$ cat src/source/epg_pkg.sv
// ********************
// Shared APB types, slot map and register offsets of the peripheral group
// Slot number sits in address bits 11:8, register offset in bits 7:0
// ********************

package epg_pkg;

	typedef logic [31:0] addr_t;
	typedef logic [31:0] data_t;
	typedef logic [3:0] slot_t;
	typedef logic [7:0] offset_t;

	// Bit 0 dc select, 1 panel reset, 2 battery supply, 3 logic supply
	typedef logic [3:0] oled_pins_t;

	// Bit 0 reset-not, 1 write protect, 2 hibernate
	typedef logic [2:0] wifi_ctrl_t;

	typedef struct packed {
		logic sel;
		logic enable;
		logic write;
		addr_t addr;
		data_t wdata;
	} apb_req_t;

	typedef struct packed {
		data_t rdata;
		logic ready;
		logic slverr;
	} apb_rsp_t;

	// ********************
	// Slot map
	// ********************
	localparam int SLOT_LSB = 8;
	localparam slot_t SLOT_SYS = 4'd0;
	localparam slot_t SLOT_PINS = 4'd1;

	// System slot
	localparam offset_t REG_TICK_CFG = 8'h00;

	// Board-pin slot
	localparam offset_t REG_OLED_OE = 8'h00;
	localparam offset_t REG_OLED_OVAL = 8'h04;
	localparam offset_t REG_OLED_IVAL = 8'h08;
	localparam offset_t REG_WIFI_CTRL = 8'h0C;
	localparam offset_t REG_WIFI_MASK = 8'h10;
	localparam offset_t REG_WIFI_STAT = 8'h14;

endpackage

$ cat src/source/epg_tick_divider.sv
// ********************
// Pulse coincides with every Nth strobe, divisor 0 acts as 1
// ********************

`timescale 1ns/1ps

module epg_tick_divider #(
	parameter int BW_TICK_DIV = 15
) (
	input logic clk,
	input logic rstnn,
	input logic i_enable,
	input logic [BW_TICK_DIV-1:0] i_divisor,
	input logic i_restart,
	input logic i_tick_1us,
	output logic o_tick_gpio
);

	logic [BW_TICK_DIV-1:0] div_eff;
	logic [BW_TICK_DIV-1:0] count;
	logic count_last;

	assign div_eff = (i_divisor == '0) ? BW_TICK_DIV'(1) : i_divisor;
	assign count_last = (count == div_eff - BW_TICK_DIV'(1));

	always_ff @(posedge clk or negedge rstnn)
	begin
		if (!rstnn)
			count <= '0;
		else if (i_restart || !i_enable)
			count <= '0;
		else if (i_tick_1us)
		begin
			if (count_last)
				count <= '0;
			else
				count <= count + BW_TICK_DIV'(1);
		end
	end

	// Strobes seen during a restart cycle are not counted
	assign o_tick_gpio = i_enable & i_tick_1us & count_last & ~i_restart;

endmodule

$ cat src/source/epg_wifi_irq.sv
// ********************
// Line is active low, level triggered; clear wins over a new set
// ********************

`timescale 1ns/1ps

module epg_wifi_irq (
	input logic clk,
	input logic rstnn,
	input logic i_itr_n,
	input logic i_clear,
	input logic i_mask,
	output logic o_pending,
	output logic o_interrupt
);

	logic [1:0] itr_sync;
	logic pending;
	logic irq_q;

	// Reset to the idle level so no pending is raised out of reset
	always_ff @(posedge clk or negedge rstnn)
	begin
		if (!rstnn)
			itr_sync <= 2'b11;
		else
			itr_sync <= {itr_sync[0], i_itr_n};
	end

	always_ff @(posedge clk or negedge rstnn)
	begin
		if (!rstnn)
			pending <= 1'b0;
		else if (i_clear)
			pending <= 1'b0;
		else if (!itr_sync[1])
			pending <= 1'b1;
	end

	always_ff @(posedge clk or negedge rstnn)
	begin
		if (!rstnn)
			irq_q <= 1'b0;
		else
			irq_q <= pending & ~i_mask;
	end

	assign o_pending = pending;
	assign o_interrupt = irq_q;

endmodule

$ cat src/source/epg_apb_decoder.sv
// ********************
// Slot decode is combinational, no wait states
// Slots other than 0 and 1 answer with slverr and zero data
// ********************

`timescale 1ns/1ps

module epg_apb_decoder (
	input epg_pkg::apb_req_t i_req,
	input epg_pkg::apb_rsp_t i_sys_rsp,
	input epg_pkg::apb_rsp_t i_pins_rsp,
	output epg_pkg::apb_rsp_t o_rsp,
	output epg_pkg::apb_req_t o_sys_req,
	output epg_pkg::apb_req_t o_pins_req
);
	import epg_pkg::*;

	slot_t slot;
	logic hit_sys;
	logic hit_pins;

	assign slot = i_req.addr[SLOT_LSB +: 4];
	assign hit_sys = (slot == SLOT_SYS);
	assign hit_pins = (slot == SLOT_PINS);

	// Request fan-out, only sel is steered
	always_comb
	begin
		o_sys_req = i_req;
		o_sys_req.sel = i_req.sel & hit_sys;
		o_pins_req = i_req;
		o_pins_req.sel = i_req.sel & hit_pins;
	end

	// ********************
	// Response merge
	// ********************
	always_comb
	begin
		o_rsp.ready = 1'b1;
		if (hit_sys)
		begin
			o_rsp.rdata = i_sys_rsp.rdata;
			o_rsp.slverr = i_sys_rsp.slverr;
		end
		else if (hit_pins)
		begin
			o_rsp.rdata = i_pins_rsp.rdata;
			o_rsp.slverr = i_pins_rsp.slverr;
		end
		else
		begin
			o_rsp.rdata = '0;
			// Error only flagged in the access phase
			o_rsp.slverr = i_req.sel & i_req.enable;
		end
	end

endmodule

$ cat src/source/epg_sys_regs.sv
// ********************
// Tick configuration: bit 0 enable, bits BW_TICK_DIV:1 divisor
// ********************

`timescale 1ns/1ps

module epg_sys_regs #(
	parameter int BW_TICK_DIV = 15
) (
	input logic clk,
	input logic rstnn,
	input epg_pkg::apb_req_t i_req,
	input logic i_tick_1us,
	output epg_pkg::apb_rsp_t o_rsp,
	output logic o_tick_gpio
);
	import epg_pkg::*;

	offset_t offset;
	logic cfg_hit;
	logic cfg_wr;
	logic [BW_TICK_DIV:0] tick_cfg;

	assign offset = i_req.addr[SLOT_LSB-1:0];
	assign cfg_hit = (offset == REG_TICK_CFG);
	assign cfg_wr = i_req.sel & i_req.enable & i_req.write & cfg_hit;

	always_ff @(posedge clk or negedge rstnn)
	begin
		if (!rstnn)
			tick_cfg <= '0;
		else if (cfg_wr)
			tick_cfg <= i_req.wdata[BW_TICK_DIV:0];
	end

	assign o_rsp.rdata = cfg_hit ? data_t'(tick_cfg) : '0;
	// Ready comes from the decoder
	assign o_rsp.ready = 1'b0;
	assign o_rsp.slverr = 1'b0;

	// The write strobe doubles as the restart pulse
	epg_tick_divider #(
		.BW_TICK_DIV(BW_TICK_DIV)
	) i_tick_divider (
		.clk(clk),
		.rstnn(rstnn),
		.i_enable(tick_cfg[0]),
		.i_divisor(tick_cfg[BW_TICK_DIV:1]),
		.i_restart(cfg_wr),
		.i_tick_1us(i_tick_1us),
		.o_tick_gpio(o_tick_gpio)
	);

endmodule

$ cat src/source/epg_board_pins.sv
// ********************
// OLED pin inputs pass a 2-flop synchronizer, stable 3 cycles before read
// ********************

`timescale 1ns/1ps

module epg_board_pins (
	input logic clk,
	input logic rstnn,
	input epg_pkg::apb_req_t i_req,
	input epg_pkg::oled_pins_t i_oled_ival,
	input logic i_wifi_itr,
	output epg_pkg::apb_rsp_t o_rsp,
	output epg_pkg::oled_pins_t o_oled_oe,
	output epg_pkg::oled_pins_t o_oled_oval,
	output epg_pkg::wifi_ctrl_t o_wifi_ctrl,
	output logic o_wifi_interrupt
);
	import epg_pkg::*;

	offset_t offset;
	logic wr;
	logic stat_clear;

	oled_pins_t oled_oe;
	oled_pins_t oled_oval;
	oled_pins_t ival_meta;
	oled_pins_t ival_sync;
	wifi_ctrl_t wifi_ctrl;
	logic wifi_mask;
	logic wifi_pending;

	assign offset = i_req.addr[SLOT_LSB-1:0];
	assign wr = i_req.sel & i_req.enable & i_req.write;

	// ********************
	// Control registers
	// ********************
	always_ff @(posedge clk or negedge rstnn)
	begin
		if (!rstnn)
		begin
			oled_oe <= '0;
			oled_oval <= '0;
			wifi_ctrl <= '0;
			wifi_mask <= 1'b0;
		end
		else if (wr)
		begin
			case (offset)
				REG_OLED_OE: oled_oe <= i_req.wdata[3:0];
				REG_OLED_OVAL: oled_oval <= i_req.wdata[3:0];
				REG_WIFI_CTRL: wifi_ctrl <= i_req.wdata[2:0];
				REG_WIFI_MASK: wifi_mask <= i_req.wdata[0];
				default: ;
			endcase
		end
	end

	// Pin readback synchronizer
	always_ff @(posedge clk or negedge rstnn)
	begin
		if (!rstnn)
		begin
			ival_meta <= '0;
			ival_sync <= '0;
		end
		else
		begin
			ival_meta <= i_oled_ival;
			ival_sync <= ival_meta;
		end
	end

	// Write 1 to clear
	assign stat_clear = wr & (offset == REG_WIFI_STAT) & i_req.wdata[0];

	epg_wifi_irq i_wifi_irq (
		.clk(clk),
		.rstnn(rstnn),
		.i_itr_n(i_wifi_itr),
		.i_clear(stat_clear),
		.i_mask(wifi_mask),
		.o_pending(wifi_pending),
		.o_interrupt(o_wifi_interrupt)
	);

	// ********************
	// Read mux
	// ********************
	always_comb
	begin
		o_rsp.rdata = '0;
		case (offset)
			REG_OLED_OE: o_rsp.rdata = data_t'(oled_oe);
			REG_OLED_OVAL: o_rsp.rdata = data_t'(oled_oval);
			REG_OLED_IVAL: o_rsp.rdata = data_t'(ival_sync);
			REG_WIFI_CTRL: o_rsp.rdata = data_t'(wifi_ctrl);
			REG_WIFI_MASK: o_rsp.rdata = data_t'(wifi_mask);
			REG_WIFI_STAT: o_rsp.rdata = data_t'(wifi_pending);
			default: o_rsp.rdata = '0;
		endcase
	end

	// Ready comes from the decoder
	assign o_rsp.ready = 1'b0;
	assign o_rsp.slverr = 1'b0;

	assign o_oled_oe = oled_oe;
	assign o_oled_oval = oled_oval;
	assign o_wifi_ctrl = wifi_ctrl;

endmodule

$ cat src/source/epg_top.sv
// ********************
// APB target, zero wait states; slot 0 system, slot 1 board pins
// ********************

`timescale 1ns/1ps

module epg_top #(
	parameter int BW_TICK_DIV = 15
) (
	input logic clk,
	input logic rstnn,
	input logic i_psel,
	input logic i_penable,
	input logic i_pwrite,
	input epg_pkg::addr_t i_paddr,
	input epg_pkg::data_t i_pwdata,
	output epg_pkg::data_t o_prdata,
	output logic o_pready,
	output logic o_pslverr,
	input logic i_tick_1us,
	output logic o_tick_gpio,
	input epg_pkg::oled_pins_t i_oled_ival,
	output epg_pkg::oled_pins_t o_oled_oe,
	output epg_pkg::oled_pins_t o_oled_oval,
	input logic i_wifi_itr,
	output epg_pkg::wifi_ctrl_t o_wifi_ctrl,
	output logic o_wifi_interrupt
);
	import epg_pkg::*;

	apb_req_t req;
	apb_rsp_t rsp;
	apb_req_t sys_req;
	apb_rsp_t sys_rsp;
	apb_req_t pins_req;
	apb_rsp_t pins_rsp;

	assign req.sel = i_psel;
	assign req.enable = i_penable;
	assign req.write = i_pwrite;
	assign req.addr = i_paddr;
	assign req.wdata = i_pwdata;

	assign o_prdata = rsp.rdata;
	assign o_pready = rsp.ready;
	assign o_pslverr = rsp.slverr;

	epg_apb_decoder i_apb_decoder (
		.i_req(req),
		.i_sys_rsp(sys_rsp),
		.i_pins_rsp(pins_rsp),
		.o_rsp(rsp),
		.o_sys_req(sys_req),
		.o_pins_req(pins_req)
	);

	epg_sys_regs #(
		.BW_TICK_DIV(BW_TICK_DIV)
	) i_sys_regs (
		.clk(clk),
		.rstnn(rstnn),
		.i_req(sys_req),
		.i_tick_1us(i_tick_1us),
		.o_rsp(sys_rsp),
		.o_tick_gpio(o_tick_gpio)
	);

	epg_board_pins i_board_pins (
		.clk(clk),
		.rstnn(rstnn),
		.i_req(pins_req),
		.i_oled_ival(i_oled_ival),
		.i_wifi_itr(i_wifi_itr),
		.o_rsp(pins_rsp),
		.o_oled_oe(o_oled_oe),
		.o_oled_oval(o_oled_oval),
		.o_wifi_ctrl(o_wifi_ctrl),
		.o_wifi_interrupt(o_wifi_interrupt)
	);

endmodule

$ cat config.mk
export PLATFORM = sky130hd
export DESIGN_NAME = epg_top
export DESIGN_NICKNAME = d
export VERILOG_FILES = /design/src/source/epg_pkg.sv /design/src/source/epg_tick_divider.sv /design/src/source/epg_wifi_irq.sv /design/src/source/epg_apb_decoder.sv /design/src/source/epg_sys_regs.sv /design/src/source/epg_board_pins.sv /design/src/source/epg_top.sv
export SDC_FILE = /design/constraint.sdc
export NUM_CORES = 1
export LEC_CHECK = 0
export BUFFER_PORTS_ARGS = -buffer_cell sky130_fd_sc_hd__buf_2
export CAP_MARGIN = 30
export CORE_MARGIN = 2
export CORE_UTILIZATION = 56
export CTS_BUF_LIST = sky130_fd_sc_hd__clkbuf_2
export CTS_CLUSTER_SIZE = 40
export DETAILED_ROUTE_END_ITERATION = 8
export PLACE_DENSITY = 0.91
export SYNTH_ARGS = -nofsm -noshare
export SYNTH_HDL_FRONTEND = slang
export SYNTH_SLANG_ARGS = --single-unit
$ cat constraint.sdc
create_clock -name clk -period 5.8 [get_ports clk]
set_input_delay 0.58 -clock clk [delete_from_list [all_inputs] [get_ports clk]]
set_output_delay 0.58 -clock clk [all_outputs]
set_load 0.005 [all_outputs]
==> results of run 1 <==
-- worst max-delay path: stages, from the launching register on --
cell and delay [ns]:
dfrtp_1 0.53, or4_1 0.62, nor3_1 0.43, a41oi_1 0.21
ha_1 0.33, or4b_1 0.40, nor4_4 0.07, xnor2_1 0.14
or4_1 0.52, o21bai_1 0.17, nor4_1 0.38, buf_2 0.19
-- area by class of cell --
cell class / instances / area (um2) / share of cell area
multi-input cells: 267 / 1810 / 0.488
flip-flops and latches: 55 / 1380 / 0.371
repair buffers: 70 / 355 / 0.0957
well taps: 75 / 93.8 / 0.0253
clock buffers: 6 / 30.0 / 0.00808
inverters: 7 / 26.3 / 0.00707
clock inverters: 2 / 16.3 / 0.00438
-- registers in the layout, indices dropped and copies added (netlist names) --
| signal | count |
|---|---|
| i_sys_regs.i_tick_divider.count | 15 |
| i_board_pins.o_wifi_ctrl | 3 |
| i_board_pins.ival_sync | 4 |
| i_board_pins.wifi_mask | 1 |
| i_board_pins.i_wifi_irq.itr_sync | 2 |
| i_board_pins.o_oled_oval | 4 |
| i_sys_regs.tick_cfg | 16 |
| i_board_pins.i_wifi_irq.o_interrupt | 1 |
| i_board_pins.ival_meta | 4 |
| i_board_pins.o_oled_oe | 4 |
| i_board_pins.i_wifi_irq.o_pending | 1 |
-- stage by stage --
stage	setup slack, ns	total power, mW
after global routing	0.522	0.625
after global placement	1.43	0.441
final	0.786	0.598
after CTS	0.858	0.600
after floorplan	1.97	0.426
after detailed placement	1.40	0.443
-- worst paths after layout --
check                                                     from                                  end  slack (ns)  cells after the start
min in group asynchronous                                rstnn  i_sys_regs.i_tick_divider.count[13]        0.20                      2
max                                    i_sys_regs.tick_cfg[10]                          o_tick_gpio        0.79                     11
min reg2reg                i_board_pins.i_wifi_irq.itr_sync[0]  i_board_pins.i_wifi_irq.itr_sync[1]        0.38                      0
max reg2reg                            i_sys_regs.tick_cfg[10]   i_sys_regs.i_tick_divider.count[2]        1.45                     11
min                                                 i_wifi_itr  i_board_pins.i_wifi_irq.itr_sync[0]        0.18                      1
max in group asynchronous                                rstnn               i_sys_regs.tick_cfg[6]        5.16                      2
-- layout by cell type (no fill, tap or decap), types with 3 or more instances in the layout --
master and n:
mux2i_1 6, conb_1 17, nand4_1 7, a31oi_1 7
mux2_2 26, buf_2 68, o21ai_0 12, nand2_1 21
and2_1 13, nor3_1 10, o21ai_1 3, a22o_1 5
nor4_1 6, inv_1 7, nor2b_1 4, xor2_1 8
nor2_1 19, a21oi_1 6, or4_1 4, clkbuf_2 6
nand3_1 27, xnor2_1 12, dfrtp_1 53, and3_1 16
a32o_1 3
-- layer usage --
layer  vias up  part of all wire  global-route usage
met5         -                 0                   0
met4         0            0.0097              0.0533
met3        12             0.067              0.0516
met2       118              0.52               0.470
met1      1418              0.40               0.298
li1       1358                 -                   -
-- logic make-up after synthesis --
logic type,count (synthesis),share of synthesized area
other,2,0.00221
DFF,55,0.405
and+or+nand+nor,142,0.233
muxes,34,0.117
adders and majority gates,2,0.00735
xor gates and xnor gates,20,0.0514
buffers and inverters,49,0.0790
AOI/OAI and AO/OA,52,0.105
-- power by group --
| part | total [mW] | switching [mW] | internal (mW) |
|---|---|---|---|
| Combinational | 0.0467 | 0.0295 | 0.0172 |
| Sequential | 0.390 | 0.00148 | 0.389 |
| Clock | 0.161 | 0.127 | 0.0331 |
| Total | 0.598 | 0.158 | 0.439 |
==> metrics, run 1 <==
final hold viol count 0; layout cell share with drive strength beyond 1 0.275; Final period util 0.864; Syn. warnings 0; Top Ports 122; Post-layout nets 483; cell count after placement 474; count leader, synth dfrtp_1; # diodes 0; syn_area_per_cell 9.57 um2; initial DRC count 250; Synth Cell Area 3410 um2; Main synth FF type dfrtp_1; Pwr per Cell Area 161 nW/um2; gr usage total 0.252; CP endpoint kind primary output; outcome finished clean; Synth area leaders dfrtp_1, mux2_2, nand3_1; Slew HR 0.337; Critical Path Fanout Max 8; Pre-antenna DRT Iters 5; largest net degree at the start of global routing 56; Longest Clk Path Bufs 2; Max Cap Viol 0; Clock transition at path regs 0.28 ns; clock net sink count 55; Post-CTS Setup Repair Bufs 0; synthesized instance count between 300 and 400; worst skew pair latency between 0.4 and 0.5 ns; FP Rows 28; vias in the first global route roughly 2,800; Post-synth EDFFs 0; P_leak 1.82 nW; Finished Cell Area 3710 um2; synthesis-stage register bit count 55; Req. time, crit path 5.22 ns; Placed Area 3670 um2; H-tree lvl count 2; Slew Limit Fails 0; RSZ-0062 raised after global routing false; post-layout util 0.631; crit start category flip-flop; critical path class flip-flop to primary output; register area share after synthesis 0.405; routed vias/inst 6.03; Critical Path AT 4.43 ns; Min Hold Slack 0.180 ns; core footprint 5890 um2; drt wl/cell between 15 and 20 um; TritonCTS Buffers 5; Post-CTS Hold Fix Bufs 0; DIE WIDTH 82.0 um; DR DRC count 0; Cell variety after synth 53; HP Class input port to flip-flop; Initial Util 0.579; GRT overflow 0; Synth top area share 0.389; initial antenna violation count 0; fmax 199 MHz; die area between 6000 and 7000 um2; ys async rst share 1.00; Period minus WS final 5.01 ns; Finished Layout Cells 482; die height between 80 and 90 um; GPL Wtd Cong a little under 0.9; post-route ant nets 0; dpl hpwl 5960 um; IO Port Bufs 68; # setup viols final 0; root buffer cell clkbuf_2; setup TNS 0 ns; dominant cell type by area after synthesis dfrtp_1; maximum vdd drop 0.145 mV; Clock Skews between 0.005 and 0.006 ns; final WL 7980 um; PostCTS Resize Cnt 0; Filler cells 508; Area Growth Syn to Fin 9.07%; Least-Margin Pin Slew 0.991 ns; first-pass GRT wire length 13,000 um; via count 2,906; CTS tree yes; Commonest cells post-synth dfrtp_1, nand3_1, mux2_2
(Power assumes the default switching activity.)
==> inputs of run 2 (changes only) <==
- CORE_UTILIZATION: 56 -> 61
- CTS_BUF_LIST: sky130_fd_sc_hd__clkbuf_2 -> sky130_fd_sc_hd__clkbuf_4 sky130_fd_sc_hd__clkbuf_8
- SYNTH_HIERARCHICAL: unset -> 1
==> metrics, run 2 <==
Hold Startpoint i_wifi_itr; layout cell share with drive strength beyond 1 0.249; CP endpoint kind primary output; RSZ-0062 raised after global routing false; CP Cell Sequence nor3_1, nand4_1, and2_1, ha_1, o21ba_1, a221oi_1, a41oi_1, or3_1, a21oi_1, and4_1, and2_1, buf_2; # diodes 0; Pwr per Cell Area around 160 nW/um2; dpl hpwl approximately 7000 um; worst skew pair latency 0.33 ns; Final period util 0.797; fmax 216 MHz; final hold viol count 0; Clk pwr share 0.320; Cell Int Power 0.510 mW; Slew Limit Fails 0; Synth Cell Area between 4000 and 5000 um2; die area 8260 um2; commonest non-fill, non-tap cell in the layout buf_2; sw frac 0.274; gr usage total 0.236; H-tree lvl count 2; synthesized instance count between 400 and 500; CP dominant cell by count and2_1; Clock Skews 0.0161 ns; root buffer cell clkbuf_8; Post-CTS Setup Repair Bufs 0; largest net degree at the start of global routing 56; Reg power frac 0.553; Initial Util 0.631; first-pass GRT wire length 16,000 um; total power 0.703 mW; Post-layout nets 573; cell count after placement about 590; clock net sink count 55; Critical-path top delay cell dfrtp_1; net load switching power 0.193 mW; HP Class input port to flip-flop; Slew HR 0.264; kind of cell adding the most delay to the critical path simple AND/OR/NAND/NOR gates; die height 90.9 um; DR DRC count 0; CTS tree yes; post-route ant nets 0; Critical Path AT 4.04 ns; GPL Wtd Cong 0.896; Biggest register i_sys_regs/tick_cfg; Post-CTS Hold Fix Bufs 0; most frequent cells in the layout buf_2, dfrtp_1, conb_1, nor2_1, mux2i_1; Crit path largest cell delay 0.51 ns; TritonCTS Buffers 5; Min Hold Slack 0.340 ns; initial DRC count 289; vias in the first global route 3,362; # setup viols final 0; worst-case reg-to-reg path depth 11; Area Growth Syn to Fin -1.49%; Top Ports 122; Hold EP i_board_pins/i_wifi_irq/itr_sync[0]; setup TNS 0 ns; Clock transition at path regs about 0.11 ns; IO Port Bufs 68; final WL 9490 um; DIE WIDTH 90.9 um; core footprint 7290 um2; routed vias/inst 5.72; Req. time, crit path 5.22 ns; maximum vdd drop 0.101 mV; Period minus WS final 4.62 ns; syn_area_per_cell between 9 and 10 um2; PostCTS Resize Cnt 0; Max Cap Viol 0; critical path class flip-flop to primary output; FP Rows 31; drt wl/cell 15.9 um; initial antenna violation count 0; Critical Path Fanout Max 11; combinational share of power 0.127; WHS Path Cells 1; Syn. warnings 6; P_leak 2.24 nW; max FFs per register 16; launching point of the worst reg2reg path i_sys_regs/tick_cfg[7]; reg-to-reg setup timing slack 2.11 ns; Finished Layout Cells 596; R2R Path End i_sys_regs/i_tick_divider/count[4]; Least-Margin Pin Slew between 1 and 1.5 ns; CP bufs+invs 1; Largest regs i_sys_regs/tick_cfg: 16 flops, i_sys_regs/i_tick_divider/count: 15 flops; via count 3,410; Pre-antenna DRT Iters 5; outcome finished clean; GRT overflow 0; Longest Clk Path Bufs 2; crit start category flip-flop
run 2: through the flow:
stage / setup WS, ns / util / area, um2
6_report: 1.18 / 0.622 / 4530
5_1_grt: 0.976 / 0.622 / 4530
4_1_cts: 1.25 / 0.618 / 4510
3_3_place_gp: 1.69 / 0.605 / 4410
3_5_place_dp: 1.61 / 0.605 / 4410
2_1_floorplan: 2.25 / - / 4770
run 2: power groups by stage:
stage	clock [mW]	combinational [mW]	sequential (mW)
after floorplan	0	0.102	0.396
after global placement	0	0.0830	0.396
after detailed placement	0	0.0856	0.397
after CTS	0.228	0.0860	0.389
after global routing	0.244	0.0997	0.390
final	0.225	0.0895	0.389
run 2: how the worst max path moves through the flow:
| stage | startpoint | to | slack, ns | cells after the start |
|---|---|---|---|---|
| global route | i_sys_regs/tick_cfg[7] | o_tick_gpio | 0.98 | 12 |
| detailed placement | i_sys_regs/tick_cfg[7] | o_tick_gpio | 1.61 | 12 |
| finish | i_sys_regs/tick_cfg[7] | o_tick_gpio | 1.18 | 12 |
| CTS | i_sys_regs/tick_cfg[7] | o_tick_gpio | 1.25 | 12 |
| global placement | i_sys_regs/tick_cfg[7] | o_tick_gpio | 1.69 | 12 |
| floorplan | i_sys_regs/tick_cfg[3] | o_tick_gpio | 2.25 | 14 |
run 2: final cells by class:
cell class	count	area, um2
inverter	5	18.8
sequential	55	1380
tap	99	124
fill	601	2760
clock inverter	3	25.0
timing repair buffer	73	398
multi-input combinational	356	2520
clock buffer	5	68.8
run 2: layer usage:
metal	up-vias	part of all wire	global-route usage	wire length, um
met3	18	0.058	0.0367	548
met2	143	0.50	0.400	4720
met4	0	0.020	0.0909	193
met5	-	0	0	0
met1	1633	0.42	0.303	4030
li1	1616	-	-	-
==> inputs of run 3 (changes only) <==
- CORE_UTILIZATION: 61 -> 57
- PLACE_DENSITY: 0.91 -> 0.86
- clock period: 5.8 -> 4.3 ns (I/O delays scaled with it)
==> metrics, run 3 (synthesis gave the netlist of run 2 again) <==
outcome finished clean; Clock transition at path regs 0.11 ns; dpl hpwl 7220 um; H-tree lvl count 2; grt met2 use 0.386; met3 Track Usage GR 0.0385; Filler cells 647; die height 93.9 um; worst skew pair latency 0.32 ns; Initial Util 0.593; # diodes 0; final worst setup slack around 0.34 ns; crit start category flip-flop; die area between 8000 and 9000 um2; Slew HR 0.505; Post-CTS Hold Fix Bufs 0; Pre-antenna DRT Iters 5; clock net sink count 55; root buffer cell clkbuf_8; TritonCTS Buffers 5; Clock Skews 0.0137 ns; GR Layer Usage met1 0.293; P_leak 2.26 nW; post-route ant nets 0; Req. time, crit path 3.87 ns; Area Growth Syn to Fin -0.625%; fmax 252 MHz; GRT overflow 0; Largest regs i_sys_regs/tick_cfg: 16 flops, i_sys_regs/i_tick_divider/count: 15 flops; critical path class flip-flop to primary output; IO Port Bufs 68; core footprint 7770 um2; Period minus WS final 3.96 ns; Longest Clk Path Bufs 2; Pwr per Cell Area 210 nW/um2; RSZ-0062 raised after global routing false; DIE WIDTH 93.9 um; setup TNS 0 ns; routed vias/inst 5.77; initial antenna violation count 0; commonest non-fill, non-tap cell in the layout buf_2; gr usage total 0.225; initial DRC count ~330; Place WS 0.567 ns; FP Rows 32; Slew Limit Fails 0; HP Class input port to flip-flop; Least-Margin Pin Slew 0.737 ns; largest net degree at the start of global routing 56; cell count after placement 593; Critical Path Fanout Max 11; Critical Path AT 3.53 ns; Biggest register i_sys_regs/tick_cfg; most frequent cells in the layout buf_2, dfrtp_1, conb_1, nor2_1, mux2i_1; GPL Wtd Cong 0.982; max FFs per register 16; final hold viol count 0; DR DRC count 0; maximum vdd drop 0.126 mV; vias in the first global route around 3,300; Finished Layout Cells 602; Post-layout nets between 500 and 600; gr busiest metal met2; via count 3,474; first-pass GRT wire length around 16,000 um; CP endpoint kind primary output; CTS tree yes; # setup viols final 0; Max Cap Viol 0; Final period util 0.921; Top Ports 122; layout cell share with drive strength beyond 1 0.264; drt wl/cell 16.3 um; final WL 9800 um; post-layout util 0.589
==> run 3: cell types whose count changed in the layout (fill, tap and decap cells not counted), sizes merged <==
cell | before | now
buf | 73 | 76
clkinvlp | 1 | 0
inv | 7 | 8
==> run 3: worst max-delay path, stage by stage (launching register included) <==
cell	delay [ns]
dfrtp_1	0.50
nor4_4	0.35
nand4_1	0.21
and2_1	0.23
ha_2	0.25
o21ba_1	0.19
a221oi_1	0.32
a41oi_1	0.10
or3_1	0.39
a21oi_1	0.16
and4_1	0.26
and2_1	0.14
buf_2	0.11
==> run 3: final timing paths <==
path | startpoint | endpoint | slack, ns | cells past startpoint
worst max-delay path | i_sys_regs/tick_cfg[10] | o_tick_gpio | 0.34 | 12
worst min-delay path | i_wifi_itr | i_board_pins/i_wifi_irq/itr_sync[0] | 0.20 | 1
worst max register to register | i_sys_regs/tick_cfg[10] | i_sys_regs/i_tick_divider/count[4] | 0.97 | 12
worst min register to register | i_board_pins/ival_meta[2] | i_board_pins/ival_sync[2] | 0.36 | 0
max in group asynchronous | rstnn | i_sys_regs/tick_cfg[3] | 3.57 | 2
min in group asynchronous | rstnn | i_sys_regs/tick_cfg[9] | 0.23 | 2
==> run 3: repair_timing <==
item	CTS	global route
buffers inserted	0	0
setup endpoints to repair	0	1
resized for setup	0	7
==> run 3: area by class of cell <==
type,instances,area [um2],share of cell area
inverters,5,18.8,0.00410
clock buffers,5,68.8,0.0150
multi-input cells,356,2550,0.557
well taps,102,128,0.0279
repair buffers,76,400,0.0875
flip-flops and latches,55,1380,0.302
clock inverters,3,28.8,0.00629
==> run 3: where the power goes <==
part	total, mW	internal (mW)	switching (mW)
sequential	0.525	0.523	0.00220
clock	0.315	0.123	0.192
combinational	0.121	0.0468	0.0741
==> run 3: layer usage <==
layer | routed length [um] | vias up | part of all wire
li1 | - | 1624 | -
met1 | 4030 | 1665 | 0.41
met2 | 4960 | 164 | 0.51
met3 | 637 | 21 | 0.065
met4 | 170 | 0 | 0.017
met5 | 0 | - | 0
==> run 3: through the flow <==
| step | power, mW | hold WS [ns] | area, um2 |
|---|---|---|---|
| 2_1_floorplan | 0.672 | 0.134 | 4770 |
| 3_3_place_gp | 0.649 | 0.332 | 4440 |
| 3_5_place_dp | 0.653 | 0.335 | 4440 |
| 4_1_cts | 0.967 | 0.186 | 4540 |
| 5_1_grt | 1.00 | 0.180 | 4570 |
| 6_report | 0.961 | 0.195 | 4570 |
